File: src/hdl/clock_pkg.sv
package clock_pkg;

	// --------------------------------------------------
	// Limits and sizes
	// --------------------------------------------------
	localparam logic [5:0] SEC_MAX = 6'd59;
	localparam logic [5:0] MIN_MAX = 6'd59;
	localparam logic [5:0] HOUR_MAX = 6'd23;
	localparam int NUM_DIGITS = 6;

	// --------------------------------------------------
	// Control state
	// --------------------------------------------------
	typedef enum logic [1:0] {
		MODE_CLOCK = 2'd0,
		MODE_SETUP = 2'd1,
		MODE_ALARM = 2'd2
	} clock_mode_e;

	typedef enum logic [1:0] {
		FIELD_SEC = 2'd0,
		FIELD_MIN = 2'd1,
		FIELD_HOUR = 2'd2
	} field_e;

	// --------------------------------------------------
	// Time, requests and buttons
	// --------------------------------------------------
	typedef struct packed {
		logic [5:0] hour;
		logic [5:0] min;
		logic [5:0] sec;
	} hms_t;

	typedef struct packed {
		logic sec;
		logic min;
		logic hour;
	} hms_inc_t;

	typedef struct packed {
		logic mode;
		logic field;
		logic incr;
		logic alarm;
	} btn_t;

	// Segment a in bit 6 down to segment g in bit 0
	typedef logic [6:0] seg_t;

	// Index 0 is seconds ones, index 5 is hours tens
	typedef seg_t [NUM_DIGITS-1:0] panel_t;

endpackage

File: src/hdl/button_sync.sv
module button_sync #(
	parameter int SAMPLE_DIV = 500000
) (
	input  logic i_btn_mode,
	input  logic i_btn_field,
	input  logic i_btn_incr,
	input  logic i_btn_alarm,
	input  logic clk,
	input  logic rst_n,
	output clock_pkg::btn_t o_press
);

	localparam int CNT_W = $clog2(SAMPLE_DIV + 1);

	logic [CNT_W-1:0] sample_cnt;
	logic sample_en;
	clock_pkg::btn_t raw;
	clock_pkg::btn_t samp_0;
	clock_pkg::btn_t samp_1;
	clock_pkg::btn_t stable;
	clock_pkg::btn_t level;
	clock_pkg::btn_t level_d;

	assign raw = '{mode: i_btn_mode, field: i_btn_field, incr: i_btn_incr, alarm: i_btn_alarm};

	// Debounce sample rate
	always_ff @(posedge clk or negedge rst_n) begin
		if (!rst_n) begin
			sample_cnt <= '0;
		end else if (sample_en) begin
			sample_cnt <= '0;
		end else begin
			sample_cnt <= sample_cnt + 1'b1;
		end
	end

	assign sample_en = (sample_cnt == CNT_W'(SAMPLE_DIV - 1));

	// Two samples that agree set the level
	assign stable = ~(samp_0 ^ samp_1);

	always_ff @(posedge clk or negedge rst_n) begin
		if (!rst_n) begin
			samp_0 <= '0;
			samp_1 <= '0;
			level <= '0;
			level_d <= '0;
		end else begin
			if (sample_en) begin
				samp_0 <= raw;
				samp_1 <= samp_0;
			end
			level <= (level & ~stable) | (samp_0 & stable);
			level_d <= level;
		end
	end

	// Rising edge of the debounced level
	assign o_press = level & ~level_d;

	// A press comes one cycle after the samples update
	a_press_after_sample : assert property (@(posedge clk) disable iff (!rst_n)
		(|o_press) |-> (sample_cnt == CNT_W'(1 % SAMPLE_DIV)));

endmodule

File: src/hdl/clock_ctrl.sv
module clock_ctrl #(
	parameter int TICK_DIV = 50000000
) (
	input  clock_pkg::btn_t i_press,
	input  logic clk,
	input  logic rst_n,
	output clock_pkg::clock_mode_e o_mode,
	output logic o_alarm_en,
	output clock_pkg::hms_inc_t o_time_inc,
	output clock_pkg::hms_inc_t o_alarm_inc
);

	localparam int CNT_W = $clog2(TICK_DIV + 1);

	logic [CNT_W-1:0] tick_cnt;
	logic tick;
	clock_pkg::field_e field;
	clock_pkg::hms_inc_t sel_inc;

	// --------------------------------------------------
	// Mode, field and alarm enable
	// --------------------------------------------------
	always_ff @(posedge clk or negedge rst_n) begin
		if (!rst_n) begin
			o_mode <= clock_pkg::MODE_CLOCK;
			field <= clock_pkg::FIELD_SEC;
			o_alarm_en <= 1'b0;
		end else begin
			if (i_press.mode) begin
				case (o_mode)
					clock_pkg::MODE_CLOCK: o_mode <= clock_pkg::MODE_SETUP;
					clock_pkg::MODE_SETUP: o_mode <= clock_pkg::MODE_ALARM;
					default: o_mode <= clock_pkg::MODE_CLOCK;
				endcase
			end
			if (i_press.field) begin
				case (field)
					clock_pkg::FIELD_SEC: field <= clock_pkg::FIELD_MIN;
					clock_pkg::FIELD_MIN: field <= clock_pkg::FIELD_HOUR;
					default: field <= clock_pkg::FIELD_SEC;
				endcase
			end
			if (i_press.alarm) begin
				o_alarm_en <= ~o_alarm_en;
			end
		end
	end

	// --------------------------------------------------
	// One-second tick
	// --------------------------------------------------
	always_ff @(posedge clk or negedge rst_n) begin
		if (!rst_n) begin
			tick_cnt <= '0;
		end else if (tick) begin
			tick_cnt <= '0;
		end else begin
			tick_cnt <= tick_cnt + 1'b1;
		end
	end

	assign tick = (tick_cnt == CNT_W'(TICK_DIV - 1));

	// Incr press routed to the selected field
	assign sel_inc.sec = i_press.incr && (field == clock_pkg::FIELD_SEC);
	assign sel_inc.min = i_press.incr && (field == clock_pkg::FIELD_MIN);
	assign sel_inc.hour = i_press.incr && (field == clock_pkg::FIELD_HOUR);

	always_comb begin
		o_time_inc = '0;
		o_alarm_inc = '0;
		case (o_mode)
			clock_pkg::MODE_SETUP: begin
				o_time_inc = sel_inc;
			end
			clock_pkg::MODE_ALARM: begin
				o_time_inc.sec = tick;
				o_alarm_inc = sel_inc;
			end
			default: begin
				o_time_inc.sec = tick;
			end
		endcase
	end

	a_mode_legal : assert property (@(posedge clk) disable iff (!rst_n)
		o_mode inside {clock_pkg::MODE_CLOCK, clock_pkg::MODE_SETUP, clock_pkg::MODE_ALARM});

endmodule

File: src/hdl/hms_counter.sv
module hms_counter #(
	parameter bit CARRY_EN = 1'b1
) (
	input  clock_pkg::hms_inc_t i_inc,
	input  logic i_carry_en,
	input  logic clk,
	input  logic rst_n,
	output clock_pkg::hms_t o_time
);

	logic sec_wrap;
	logic sec_carry;
	logic min_step;
	logic min_wrap;
	logic hour_step;
	logic hour_wrap;

	// Carries ripple within the same cycle
	assign sec_wrap = i_inc.sec && (o_time.sec == clock_pkg::SEC_MAX);
	assign sec_carry = CARRY_EN && i_carry_en && sec_wrap;
	assign min_step = i_inc.min || sec_carry;
	assign min_wrap = o_time.min == clock_pkg::MIN_MAX;
	assign hour_step = i_inc.hour || (sec_carry && min_wrap);
	assign hour_wrap = o_time.hour == clock_pkg::HOUR_MAX;

	always_ff @(posedge clk or negedge rst_n) begin
		if (!rst_n) begin
			o_time <= '0;
		end else begin
			if (i_inc.sec) begin
				o_time.sec <= sec_wrap ? 6'd0 : o_time.sec + 6'd1;
			end
			if (min_step) begin
				o_time.min <= min_wrap ? 6'd0 : o_time.min + 6'd1;
			end
			if (hour_step) begin
				o_time.hour <= hour_wrap ? 6'd0 : o_time.hour + 6'd1;
			end
		end
	end

	a_field_range : assert property (@(posedge clk) disable iff (!rst_n)
		(o_time.sec <= clock_pkg::SEC_MAX) &&
		(o_time.min <= clock_pkg::MIN_MAX) &&
		(o_time.hour <= clock_pkg::HOUR_MAX));

endmodule

File: src/hdl/alarm_unit.sv
module alarm_unit (
	input  clock_pkg::hms_t i_time,
	input  clock_pkg::hms_inc_t i_alarm_inc,
	input  logic i_alarm_en,
	input  logic clk,
	input  logic rst_n,
	output clock_pkg::hms_t o_alarm_time,
	output logic o_alarm
);

	logic time_match;

	// Alarm time is set field by field without carry
	hms_counter #(
		.CARRY_EN(1'b0)
	) alarm_cnt_i (
		.i_inc(i_alarm_inc),
		.i_carry_en(1'b0),
		.clk(clk),
		.rst_n(rst_n),
		.o_time(o_alarm_time)
	);

	assign time_match = (i_time == o_alarm_time);

	// Flag holds until the alarm is switched off
	always_ff @(posedge clk or negedge rst_n) begin
		if (!rst_n) begin
			o_alarm <= 1'b0;
		end else if (!i_alarm_en) begin
			o_alarm <= 1'b0;
		end else if (time_match) begin
			o_alarm <= 1'b1;
		end
	end

endmodule

File: src/hdl/digit_encode.sv
module digit_encode (
	input  clock_pkg::hms_t i_time,
	output clock_pkg::panel_t o_panel
);

	logic [5:0] field_val [3];

	// Seven-segment table, segment a in the top bit
	function automatic clock_pkg::seg_t seg_of(input logic [3:0] digit);
		case (digit)
			4'd0: seg_of = 7'b111_1110;
			4'd1: seg_of = 7'b011_0000;
			4'd2: seg_of = 7'b110_1101;
			4'd3: seg_of = 7'b111_1001;
			4'd4: seg_of = 7'b011_0011;
			4'd5: seg_of = 7'b101_1011;
			4'd6: seg_of = 7'b101_1111;
			4'd7: seg_of = 7'b111_0000;
			4'd8: seg_of = 7'b111_1111;
			4'd9: seg_of = 7'b111_0011;
			default: seg_of = 7'b000_0000;
		endcase
	endfunction

	assign field_val[0] = i_time.sec;
	assign field_val[1] = i_time.min;
	assign field_val[2] = i_time.hour;

	// Ones digit at the even index, tens at the odd one
	always_comb begin
		for (int i = 0; i < 3; i++) begin
			o_panel[2*i] = seg_of(4'(field_val[i] % 6'd10));
			o_panel[2*i+1] = seg_of(4'(field_val[i] / 6'd10));
		end
	end

endmodule

File: src/hdl/display_scan.sv
module display_scan #(
	parameter int SCAN_DIV = 5000
) (
	input  clock_pkg::panel_t i_panel,
	input  clock_pkg::clock_mode_e i_mode,
	input  logic clk,
	input  logic rst_n,
	output clock_pkg::seg_t o_seg,
	output logic [clock_pkg::NUM_DIGITS-1:0] o_seg_enb,
	output logic o_seg_dp
);

	localparam int CNT_W = $clog2(SCAN_DIV + 1);
	localparam int IDX_W = $clog2(clock_pkg::NUM_DIGITS);

	logic [CNT_W-1:0] dwell_cnt;
	logic dwell_end;
	logic [IDX_W-1:0] digit_idx;
	logic dp_on;

	assign dwell_end = (dwell_cnt == CNT_W'(SCAN_DIV - 1));

	// --------------------------------------------------
	// Dwell counter and digit index
	// --------------------------------------------------
	always_ff @(posedge clk or negedge rst_n) begin
		if (!rst_n) begin
			dwell_cnt <= '0;
			digit_idx <= '0;
		end else if (dwell_end) begin
			dwell_cnt <= '0;
			if (digit_idx == IDX_W'(clock_pkg::NUM_DIGITS - 1)) begin
				digit_idx <= '0;
			end else begin
				digit_idx <= digit_idx + 1'b1;
			end
		end else begin
			dwell_cnt <= dwell_cnt + 1'b1;
		end
	end

	// Mode shown on the decimal points
	assign dp_on = ((i_mode == clock_pkg::MODE_SETUP) && (digit_idx == IDX_W'(0))) ||
		((i_mode == clock_pkg::MODE_ALARM) && (digit_idx == IDX_W'(1)));

	// --------------------------------------------------
	// Output registers
	// --------------------------------------------------
	always_ff @(posedge clk or negedge rst_n) begin
		if (!rst_n) begin
			o_seg_enb <= '1;
			o_seg_dp <= 1'b0;
		end else begin
			o_seg_enb <= ~(clock_pkg::NUM_DIGITS'(1) << digit_idx);
			o_seg_dp <= dp_on;
		end
	end

	always_ff @(posedge clk) begin
		o_seg <= i_panel[digit_idx];
	end

	a_one_digit_on : assert property (@(posedge clk) disable iff (!rst_n)
		$past(rst_n) |-> $onehot(~o_seg_enb));

endmodule

File: src/hdl/digital_clock_top.sv
module digital_clock_top #(
	parameter int TICK_DIV = 50000000,
	parameter int SAMPLE_DIV = 500000,
	parameter int SCAN_DIV = 5000
) (
	input  logic i_btn_mode,
	input  logic i_btn_field,
	input  logic i_btn_incr,
	input  logic i_btn_alarm,
	input  logic clk,
	input  logic rst_n,
	output clock_pkg::seg_t o_seg,
	output logic [clock_pkg::NUM_DIGITS-1:0] o_seg_enb,
	output logic o_seg_dp,
	output logic o_alarm
);

	clock_pkg::btn_t press;
	clock_pkg::clock_mode_e mode;
	logic alarm_en;
	logic run_carry;
	clock_pkg::hms_inc_t time_inc;
	clock_pkg::hms_inc_t alarm_inc;
	clock_pkg::hms_t run_time;
	clock_pkg::hms_t alarm_time;
	clock_pkg::hms_t show_time;
	clock_pkg::panel_t panel;

	// --------------------------------------------------
	// Input side and control
	// --------------------------------------------------
	button_sync #(.SAMPLE_DIV(SAMPLE_DIV)) button_sync_i (
		.i_btn_mode(i_btn_mode),
		.i_btn_field(i_btn_field),
		.i_btn_incr(i_btn_incr),
		.i_btn_alarm(i_btn_alarm),
		.clk(clk),
		.rst_n(rst_n),
		.o_press(press)
	);

	clock_ctrl #(.TICK_DIV(TICK_DIV)) clock_ctrl_i (
		.i_press(press),
		.clk(clk),
		.rst_n(rst_n),
		.o_mode(mode),
		.o_alarm_en(alarm_en),
		.o_time_inc(time_inc),
		.o_alarm_inc(alarm_inc)
	);

	// Running time carries only while it runs
	assign run_carry = (mode != clock_pkg::MODE_SETUP);

	hms_counter #(.CARRY_EN(1'b1)) hms_counter_i (
		.i_inc(time_inc),
		.i_carry_en(run_carry),
		.clk(clk),
		.rst_n(rst_n),
		.o_time(run_time)
	);

	alarm_unit alarm_unit_i (
		.i_time(run_time),
		.i_alarm_inc(alarm_inc),
		.i_alarm_en(alarm_en),
		.clk(clk),
		.rst_n(rst_n),
		.o_alarm_time(alarm_time),
		.o_alarm(o_alarm)
	);

	// --------------------------------------------------
	// Output side
	// --------------------------------------------------
	assign show_time = (mode == clock_pkg::MODE_ALARM) ? alarm_time : run_time;

	digit_encode digit_encode_i (
		.i_time(show_time),
		.o_panel(panel)
	);

	display_scan #(.SCAN_DIV(SCAN_DIV)) display_scan_i (
		.i_panel(panel),
		.i_mode(mode),
		.clk(clk),
		.rst_n(rst_n),
		.o_seg(o_seg),
		.o_seg_enb(o_seg_enb),
		.o_seg_dp(o_seg_dp)
	);

endmodule

File: config.mk
export PLATFORM = sky130hd
export DESIGN_NAME = digital_clock_top
export DESIGN_NICKNAME = d
export VERILOG_FILES = /design/src/hdl/clock_pkg.sv /design/src/hdl/button_sync.sv /design/src/hdl/clock_ctrl.sv /design/src/hdl/hms_counter.sv /design/src/hdl/alarm_unit.sv /design/src/hdl/digit_encode.sv /design/src/hdl/display_scan.sv /design/src/hdl/digital_clock_top.sv
export SDC_FILE = /design/constraint.sdc
export NUM_CORES = 1
export LEC_CHECK = 0
export BUFFER_PORTS_ARGS = -buffer_cell sky130_fd_sc_hd__buf_2
export CAP_MARGIN = 25
export CORE_ASPECT_RATIO = 1.5
export CORE_MARGIN = 2
export CORE_UTILIZATION = 36
export DETAILED_ROUTE_END_ITERATION = 7
export SETUP_SLACK_MARGIN = 0.1
export SLEW_MARGIN = 10
export SYNTH_ARGS = -nofsm -noshare
export SYNTH_HDL_FRONTEND = slang
export SYNTH_SLANG_ARGS = --single-unit
export TNS_END_PERCENT = 10
File: constraint.sdc
create_clock -name clk -period 6.3 [get_ports clk]
set_clock_uncertainty 0.05 [all_clocks]
set_input_delay 1.89 -clock clk [delete_from_list [all_inputs] [get_ports clk]]
set_output_delay 1.89 -clock clk [all_outputs]
set_load 0.05 [all_outputs]
# After elaboration in Yosys (flattened, before gate mapping)

Memory sizes are Yosys's and may differ from the RTL's.
Index checks and enable logic that the tools add are counted.
Widths: inputs -> output; s select.

Memories kept: 6
Output and inout bits: 15
Logic and storage cells: 120
Memory bits (writable): 0
Memory bits (read-only): 672
Register bits after elaboration: 133
Input bits: 6
Latch bits: 0

Memories:

| memory           | depth | width | read ports | clocked after Yosys merged registers in | write ports | line               | RTL |
|---|---|---|---|---|---|---|---|
| (name not given) | 16    | 7     | 1          | 0                                       | 0           | digit_encode.sv:10 | `case (digit)` |
| (name not given) | 16    | 7     | 1          | 0                                       | 0           | digit_encode.sv:10 |  |
| (name not given) | 16    | 7     | 1          | 0                                       | 0           | digit_encode.sv:10 |  |
| (name not given) | 16    | 7     | 1          | 0                                       | 0           | digit_encode.sv:10 |  |
| (name not given) | 16    | 7     | 1          | 0                                       | 0           | digit_encode.sv:10 |  |
| (name not given) | 16    | 7     | 1          | 0                                       | 0           | digit_encode.sv:10 |  |

Muxes and demuxes: 20
Order comparisons: 1
Div/mod/pow operators: 6
Add/subtract/negate cells: 10
$mul: 0
Bitwise operators: 10
Eq/ne operators: 18
Shift-type cells: 1
Reductions and logical operators: 15

Operators by type and width:

| operator              | number |
|---|---|
| $add 6x1->6 const B   | 6 |
| $mux 6                | 6 |
| $add 26x1->26 const B | 1 |
| $eq 26x26->1 const B  | 1 |
| $mux 26               | 1 |
| $eq 6x6->1 const B    | 4 |
| $bmux 7 s3            | 1 |
| $add 19x1->19 const B | 1 |
| $eq 19x19->1 const B  | 1 |
| $mux 19               | 1 |
| $div 6x4->6 const B   | 3 |
| $eq 18x18->1          | 1 |
| $mod 6x4->6 const B   | 3 |
| $mux 18               | 1 |
| $add 13x1->13 const B | 1 |
| $eq 13x13->1 const B  | 1 |
| $mux 13               | 1 |
| $and 4x4->4           | 3 |
| $eq 6x5->1 const B    | 2 |
| $not 4->4             | 3 |
| $logic_and 1x1->1     | 9 |
| $pmux 2 s2            | 2 |
| $mux 7                | 1 |
| $mux 3                | 2 |
| 17 further kinds      | 25 |

# Longest topological paths before layout

Depth in word-level cells: 8
Mapped depth: 17
Mapped depth without buffers: 14

# Modules after synthesis

Synthesis repeated with hierarchy kept, for this count alone.

Cell total of the unflattened synthesis: 919
Area, all modules: 8993.6 µm²

Modules (own cells, without submodules):

| module                                 | area each (µm²) | sequential area each (µm²) | cells each | instances |
|---|---|---|---|---|
| digit_encode                           | 2075.7          | 0.0                        | 299        | 1 |
| clock_ctrl                             | 1582.8          | 775.7                      | 154        | 1 |
| button_sync                            | 1456.4          | 875.8                      | 115        | 1 |
| display_scan                           | 1445.1          | 723.2                      | 122        | 1 |
| hms_counter (hms_counter_i)            | 1014.7          | 450.4                      | 94         | 1 |
| hms_counter (alarm_unit_i.alarm_cnt_i) | 893.4           | 450.4                      | 86         | 1 |
| digital_clock_top                      | 294.0           | 0.0                        | 22         | 1 |
| alarm_unit                             | 231.5           | 25.0                       | 27         | 1 |

# Least setup slack after synthesis

OpenSTA, ideal clock, no wires.

Path kind: register to register
Start point: register alarm_unit_i.alarm_cnt_i.o_time[3] in the netlist's numbering
End point: register display_scan_i.o_seg[4]
Library setup time: 122 ps
Period minus slack after synthesis: 3405 ps
Cell stages (with the launch flop): 14
Path buffers: 1
Path slack: 2895 ps
Arrival time: 3233 ps
Cells stage by stage: dfrtp_1 buf_6 or4b_4 o31a_4 o211ai_2 a21o_2 inv_1 xnor2_1 ha_1 or3_1 o2111ai_4 nor2_1 o211a_1 o32a_1

Longest elaborated chain between the ends: 5
Elaborated cells between the ends (all ways): 7
Classes of those cells: div (2); mux (3); memory (2)

RTL lines:

| item                                       | line                                   | RTL |
|---|---|---|
| from (decl)                                | hms_counter.sv:8                       | `output clock_pkg::hms_t o_time` |
| $mux 18 *                                  | digital_clock_top.sv:76                | `assign show_time = (mode == clock_pkg::MODE_ALARM) ? alarm_time : run_time;` |
| $mod 6x4->6 or $div 6x4->6 (tied branches) | digit_encode.sv:32, digit_encode.sv:33 |  |
| $mem_v2 16x7                               | n/a                                    |  |
| $bmux 7 s3 *                               | display_scan.sv:60                     | `o_seg <= i_panel[digit_idx];` |
| $mux 7 (implied by the code) *             | display_scan.sv:60                     |  |
| to (signal assigned)                       | display_scan.sv:60                     |  |
| to (decl)                                  | display_scan.sv:8                      | `output clock_pkg::seg_t o_seg,` |

Every way passes the cells marked *; elsewhere a longest branch is shown, timed or not. The select of a mux whose other input is x is not followed.
A chain may end at the register's enable or synchronous reset.

# Worst setup path after layout

Start point: register clock_ctrl_i.o_mode[0]
End point: register display_scan_i.o_seg[4]

Longest elaborated chain between the ends: 6
Elaborated cells between the ends (all ways): 16
Classes of those cells: div (6); eq/ne (1); mux (3); memory (6)

RTL lines:

| item                                       | line                                   | RTL |
|---|---|---|
| from (decl)                                | clock_ctrl.sv:7                        | `output clock_pkg::clock_mode_e o_mode,` |
| from (signal assigned)                     | clock_ctrl.sv:25                       | `o_mode <= clock_pkg::MODE_CLOCK;` |
| from (signal assigned)                     | clock_ctrl.sv:31                       | `clock_pkg::MODE_CLOCK: o_mode <= clock_pkg::MODE_SETUP;` |
| from (signal assigned)                     | clock_ctrl.sv:32                       | `clock_pkg::MODE_SETUP: o_mode <= clock_pkg::MODE_ALARM;` |
| $eq 2x2->1 *                               | digital_clock_top.sv:76                |  |
| $mux 18 *                                  | digital_clock_top.sv:76                |  |
| $mod 6x4->6 or $div 6x4->6 (tied branches) | digit_encode.sv:32, digit_encode.sv:33 |  |
| $mem_v2 16x7                               | n/a                                    |  |
| $bmux 7 s3 *                               | display_scan.sv:60                     |  |
| $mux 7 (implied by the code) *             | display_scan.sv:60                     |  |

Marked as above.

==> implementation parameters <==
Parameter                              Value

Run status
  Result of the run ... finished, final reports clean

STA
  Worst hold slack ... 0.366 ns
  Relative slew slack ... 0.392
  Slew at the pin closest to its max-slew limit ... approximately 0.91 ns
  Number of max-slew violations in the final report ... 0
  RSZ-0062 raised after global routing ... false
  Share of the clock period used by the worst path ... 0.712
  Final setup vio count ... 0
  Fmax ... 223 MHz
  TNS Setup ... 0 ns
  Final period demand of the worst path ... around 4.5 ns
  Worst Slack Setup Final ... ~1.8 ns
  Final count of hold timing violations ... 0

CTS
  Count of buffers added by post-CTS timing repair for setup ... 0
  Latest clock arrival within the worst-skew pair ... between 0.4 and 0.5 ns
  Number of clock sinks ... 133
  CTS resizes ... 0
  Hold Buf Count CTS ... 0
  Master cell of the clock root buffer ... sky130_fd_sc_hd__clkbuf_16
  Depth of the CTS H-tree ... 4
  Number of buffers created by CTS ... 17
  Clock tree from TritonCTS ... built
  Clock-pin slew reported for the worst setup and hold paths after clock tree synthesis ... ~0.06 ns
  Number of buffers on the longest clock path ... 2

Final layout
  Fraction of layout instances using a drive strength above 1 ... 0.131
  Area Overhead vs Synth ... 10.6%
  Antenna diode instance count ... 0
  Final cell area excluding filler cells ... around 9600 µm²
  Filler cell count ... about 2400
  Final non-filler cell total ... ~1200
  Total Nets Final ... between 900 and 1000

Synthesis
  Number of enable-type register cells in the synthesized netlist ... 0
  Warnings from Yosys ... 0
  Synthesized net count ... 954
  Post-synth top area share ... 0.347
  Post-synth top area cell ... sky130_fd_sc_hd__dfrtp_1
  Syn Std Cell Area ... between 8000 and 9000 µm²
  Number of synthesized register bits ... 133
  Main area contributors after synthesis ... sky130_fd_sc_hd__dfrtp_1, sky130_fd_sc_hd__ha_1, sky130_fd_sc_hd__xor2_1, sky130_fd_sc_hd__nor2_1, sky130_fd_sc_hd__nand2_1
  Post-Syn Instances ... 907
  Main synth FF type ... sky130_fd_sc_hd__dfrtp_1
  Syn_area_per_cell ... ~9.5 µm²
  Async set-or-reset flop fraction in the synthesized netlist ... 0.947
  Number of different library cells in the post-synthesis netlist ... ~90
  Part of the Yosys area used for sequential elements ... 0.381

Route
  Number of detailed-routing iterations run before antenna repair ... 5
  Number of routed nets with antenna violations ... 0
  Number of design rule violations left after detail routing ... 0
  Final routed wire length divided by cell count ... between 15 and 20 µm
  Highest metal layer used by the detailed router ... met4
  Met2 Wirelength ... ~9.7 mm
  Number of design-rule violations left by the first detailed-router iteration ... ~350
  Count of vias placed by the detailed router ... 6641
  Average via count per standard cell ... 5.35
  Sum of routed wire length over all layers ... ~19 mm
  Met3 wire len ... between 500 and 600 µm
  M1 wire length ... 8.26 mm

Place
  Placed insts ... ~1200
  Post-placement cell area ... about 9000 µm²
  Placer's final routability congestion estimate ... about 0.9
  Number of buffer cells added on primary ports ... 20
  Minimum setup slack after placement ... between 1.5 and 2 ns
  Hpwl dp ... 13.6 mm

Global route
  Pin count of the biggest net entering global routing ... just under 100
  First-pass GRT wire length ... 32.3 mm
  Via count of the first global-routing pass ... about 6500
  Aggregate global-route resource usage ... 0.159
  Congestion Overflow GR ... 0
  Number of antenna violations at the first check in global routing ... 0

Min path
  Class of the tightest hold or removal check ... register to register

Setup path
  Crit start category ... register
  Worst Path Class, Setup ... register to register
  Endpoint required time on the critical path ... 6.56 ns
  CP Capture Type ... register
  Delay of the slowest cell on the worst path ... 0.80 ns
  Arrival time worst endpoint ... 4.75 ns
  Worst-path maximum fanout ... 34
  Slowest cell on the critical path ... sky130_fd_sc_hd__nand2b_2
  Critical Path, Cell by Cell ... nand2b_2 -> mux2i_1 -> o21ai_0 -> a21o_2 -> inv_1 -> xnor2_1 -> ha_1 -> nand2b_1 -> a2111oi_2 -> nand2_1 -> o211a_1 -> o32a_1

Power
  Share of power burned in registers ... 0.460
  Switching part of the total power ... 0.240
  Cell Int Power ... approximately 0.0014 W
  Leakage ... about 4.3 nW
  Max VDD drop ... between 0.15 and 0.2 mV
  Power density normalized to cell area ... between 150 and 200 nW/µm²
  Logic gate share of total power ... 0.010
  Switching power of the nets ... 0.000446 W
  Relative contribution of the clock network to total power ... 0.530

Die
  Core Rows ... between 60 and 70
  Effective utilization at floorplan ... 0.366
  Core Footprint ... ~24000 µm²
  Number of top-level design ports ... 21
  Overall die area ... between 20000 and 30000 µm²
  Die W ... between 100 and 150 µm
  Die extent in y ... around 190 µm

Job
  Maximum capacitance violations ... 0
[cell families after synthesis]
logic type / Yosys count / share of synthesized area
AO/OA/AOI/OAI: 167 / 0.148
flip-flops: 133 / 0.381
XOR/XNOR: 85 / 0.0860
AND/OR/NAND/NOR: 353 / 0.214
adder cells (fa/ha/maj): 47 / 0.0662
buffers and inverters: 73 / 0.0377
multiplexers: 49 / 0.0663
[synth_stat cells, drive strengths merged (14+ instances only)]
master / instances
nand3: 37
nand2: 80
nand4: 18
xor2: 51
clkbuf: 25
and3: 14
ha: 41
nor2: 82
nor3: 29
mux2i: 24
inv: 32
xnor2: 34
a21oi: 24
buf: 15
nand2b: 17
o21ai: 34
dfrtp: 120
mux2: 25
[power by group through the flow]
stage          registers [W]  clock network, W     logic (W)
3_3_place_gp        0.000869                 0     0.0000192
6_report            0.000854          0.000984     0.0000177
3_5_place_dp        0.000869                 0     0.0000197
2_1_floorplan       0.000870                 0  0.0000000232
5_1_grt             0.000853           0.00105     0.0000218
4_1_cts             0.000853           0.00101     0.0000195
[per-stage QoR]
step	util	power [W]
after floorplan	-	0.000870
after global placement	0.381	0.000889
after detailed placement	0.381	0.000889
after CTS	0.405	0.00188
after global routing	0.405	0.00192
final	0.405	0.00185
[registers in the layout, indices dropped and copies added (netlist names), named ones only]
signal and count:
display_scan_i.o_seg_dp 1, display_scan_i.o_seg 7, clock_ctrl_i.o_alarm_en 1, display_scan_i.dwell_cnt 13
clock_ctrl_i.o_mode 2, button_sync_i.samp_1 4, clock_ctrl_i.tick_cnt 26, display_scan_i.o_seg_enb 6
button_sync_i.samp_0 4, hms_counter_i.o_time 18, clock_ctrl_i.field 2, display_scan_i.digit_idx 3
alarm_unit_i.o_alarm 1, button_sync_i.sample_cnt 19, button_sync_i.level_d 4, alarm_unit_i.alarm_cnt_i.o_time 18
[worst max-delay path: cells and delay by family (launching register included)]
family,cells,cell delay [ns]
AO/OA/AOI/OAI,5,1.58
buffers and inverters,1,0.17
adder cells (fa/ha/maj),1,0.35
multiplexers,1,0.54
flip-flops,1,0.54
XOR/XNOR,1,0.10
AND/OR/NAND/NOR,3,1.01
[metal layers]
metal / GRT usage / up-vias
met4: 0.0693 / 0
met5: 0 / -
met2: 0.277 / 131
met1: 0.189 / 3209
met3: 0.0290 / 34
li1: - / 3267
[path summary, 6_finish.rpt]
| check | endpoint | slack [ns] | cells after the start | from |
|---|---|---|---|---|
| max in group asynchronous | clock_ctrl_i.tick_cnt[8] | 3.68 | 2 | rst_n |
| max | display_scan_i.o_seg[4] | 1.81 | 12 | clock_ctrl_i.o_mode[0] |
| max reg2reg | display_scan_i.o_seg[4] | 1.81 | 12 | clock_ctrl_i.o_mode[0] |
| min | button_sync_i.level_d[2] | 0.37 | 0 | register |
| min reg2reg | button_sync_i.level_d[2] | 0.37 | 0 | register |
| min in group asynchronous | display_scan_i.dwell_cnt[4] | 1.48 | 1 | rst_n |
[area by class of cell]
cell class,count,area (µm²),share of cell area
clock inverter,15,146,0.0153
clock buffer,17,425,0.0444
multi-input combinational,701,5040,0.527
sequential,133,3300,0.345
timing repair buffer,24,136,0.0142
inverter,33,124,0.0129
tap,319,399,0.0417
[cells in the final DEF, fill, tap and decap left out, types with 26 or more instances in the layout]
| cell type | instances |
|---|---|
| sky130_fd_sc_hd__dfrtp_1 | 120 |
| sky130_fd_sc_hd__nor2_1 | 81 |
| sky130_fd_sc_hd__nand2_1 | 80 |
| sky130_fd_sc_hd__xor2_1 | 51 |
| sky130_fd_sc_hd__ha_1 | 41 |
| sky130_fd_sc_hd__nand3_1 | 37 |
| sky130_fd_sc_hd__xnor2_1 | 34 |
| sky130_fd_sc_hd__inv_1 | 32 |
| sky130_fd_sc_hd__o21ai_0 | 29 |
| sky130_fd_sc_hd__nor3_1 | 26 |
Power figures use the tool's default switching activity.
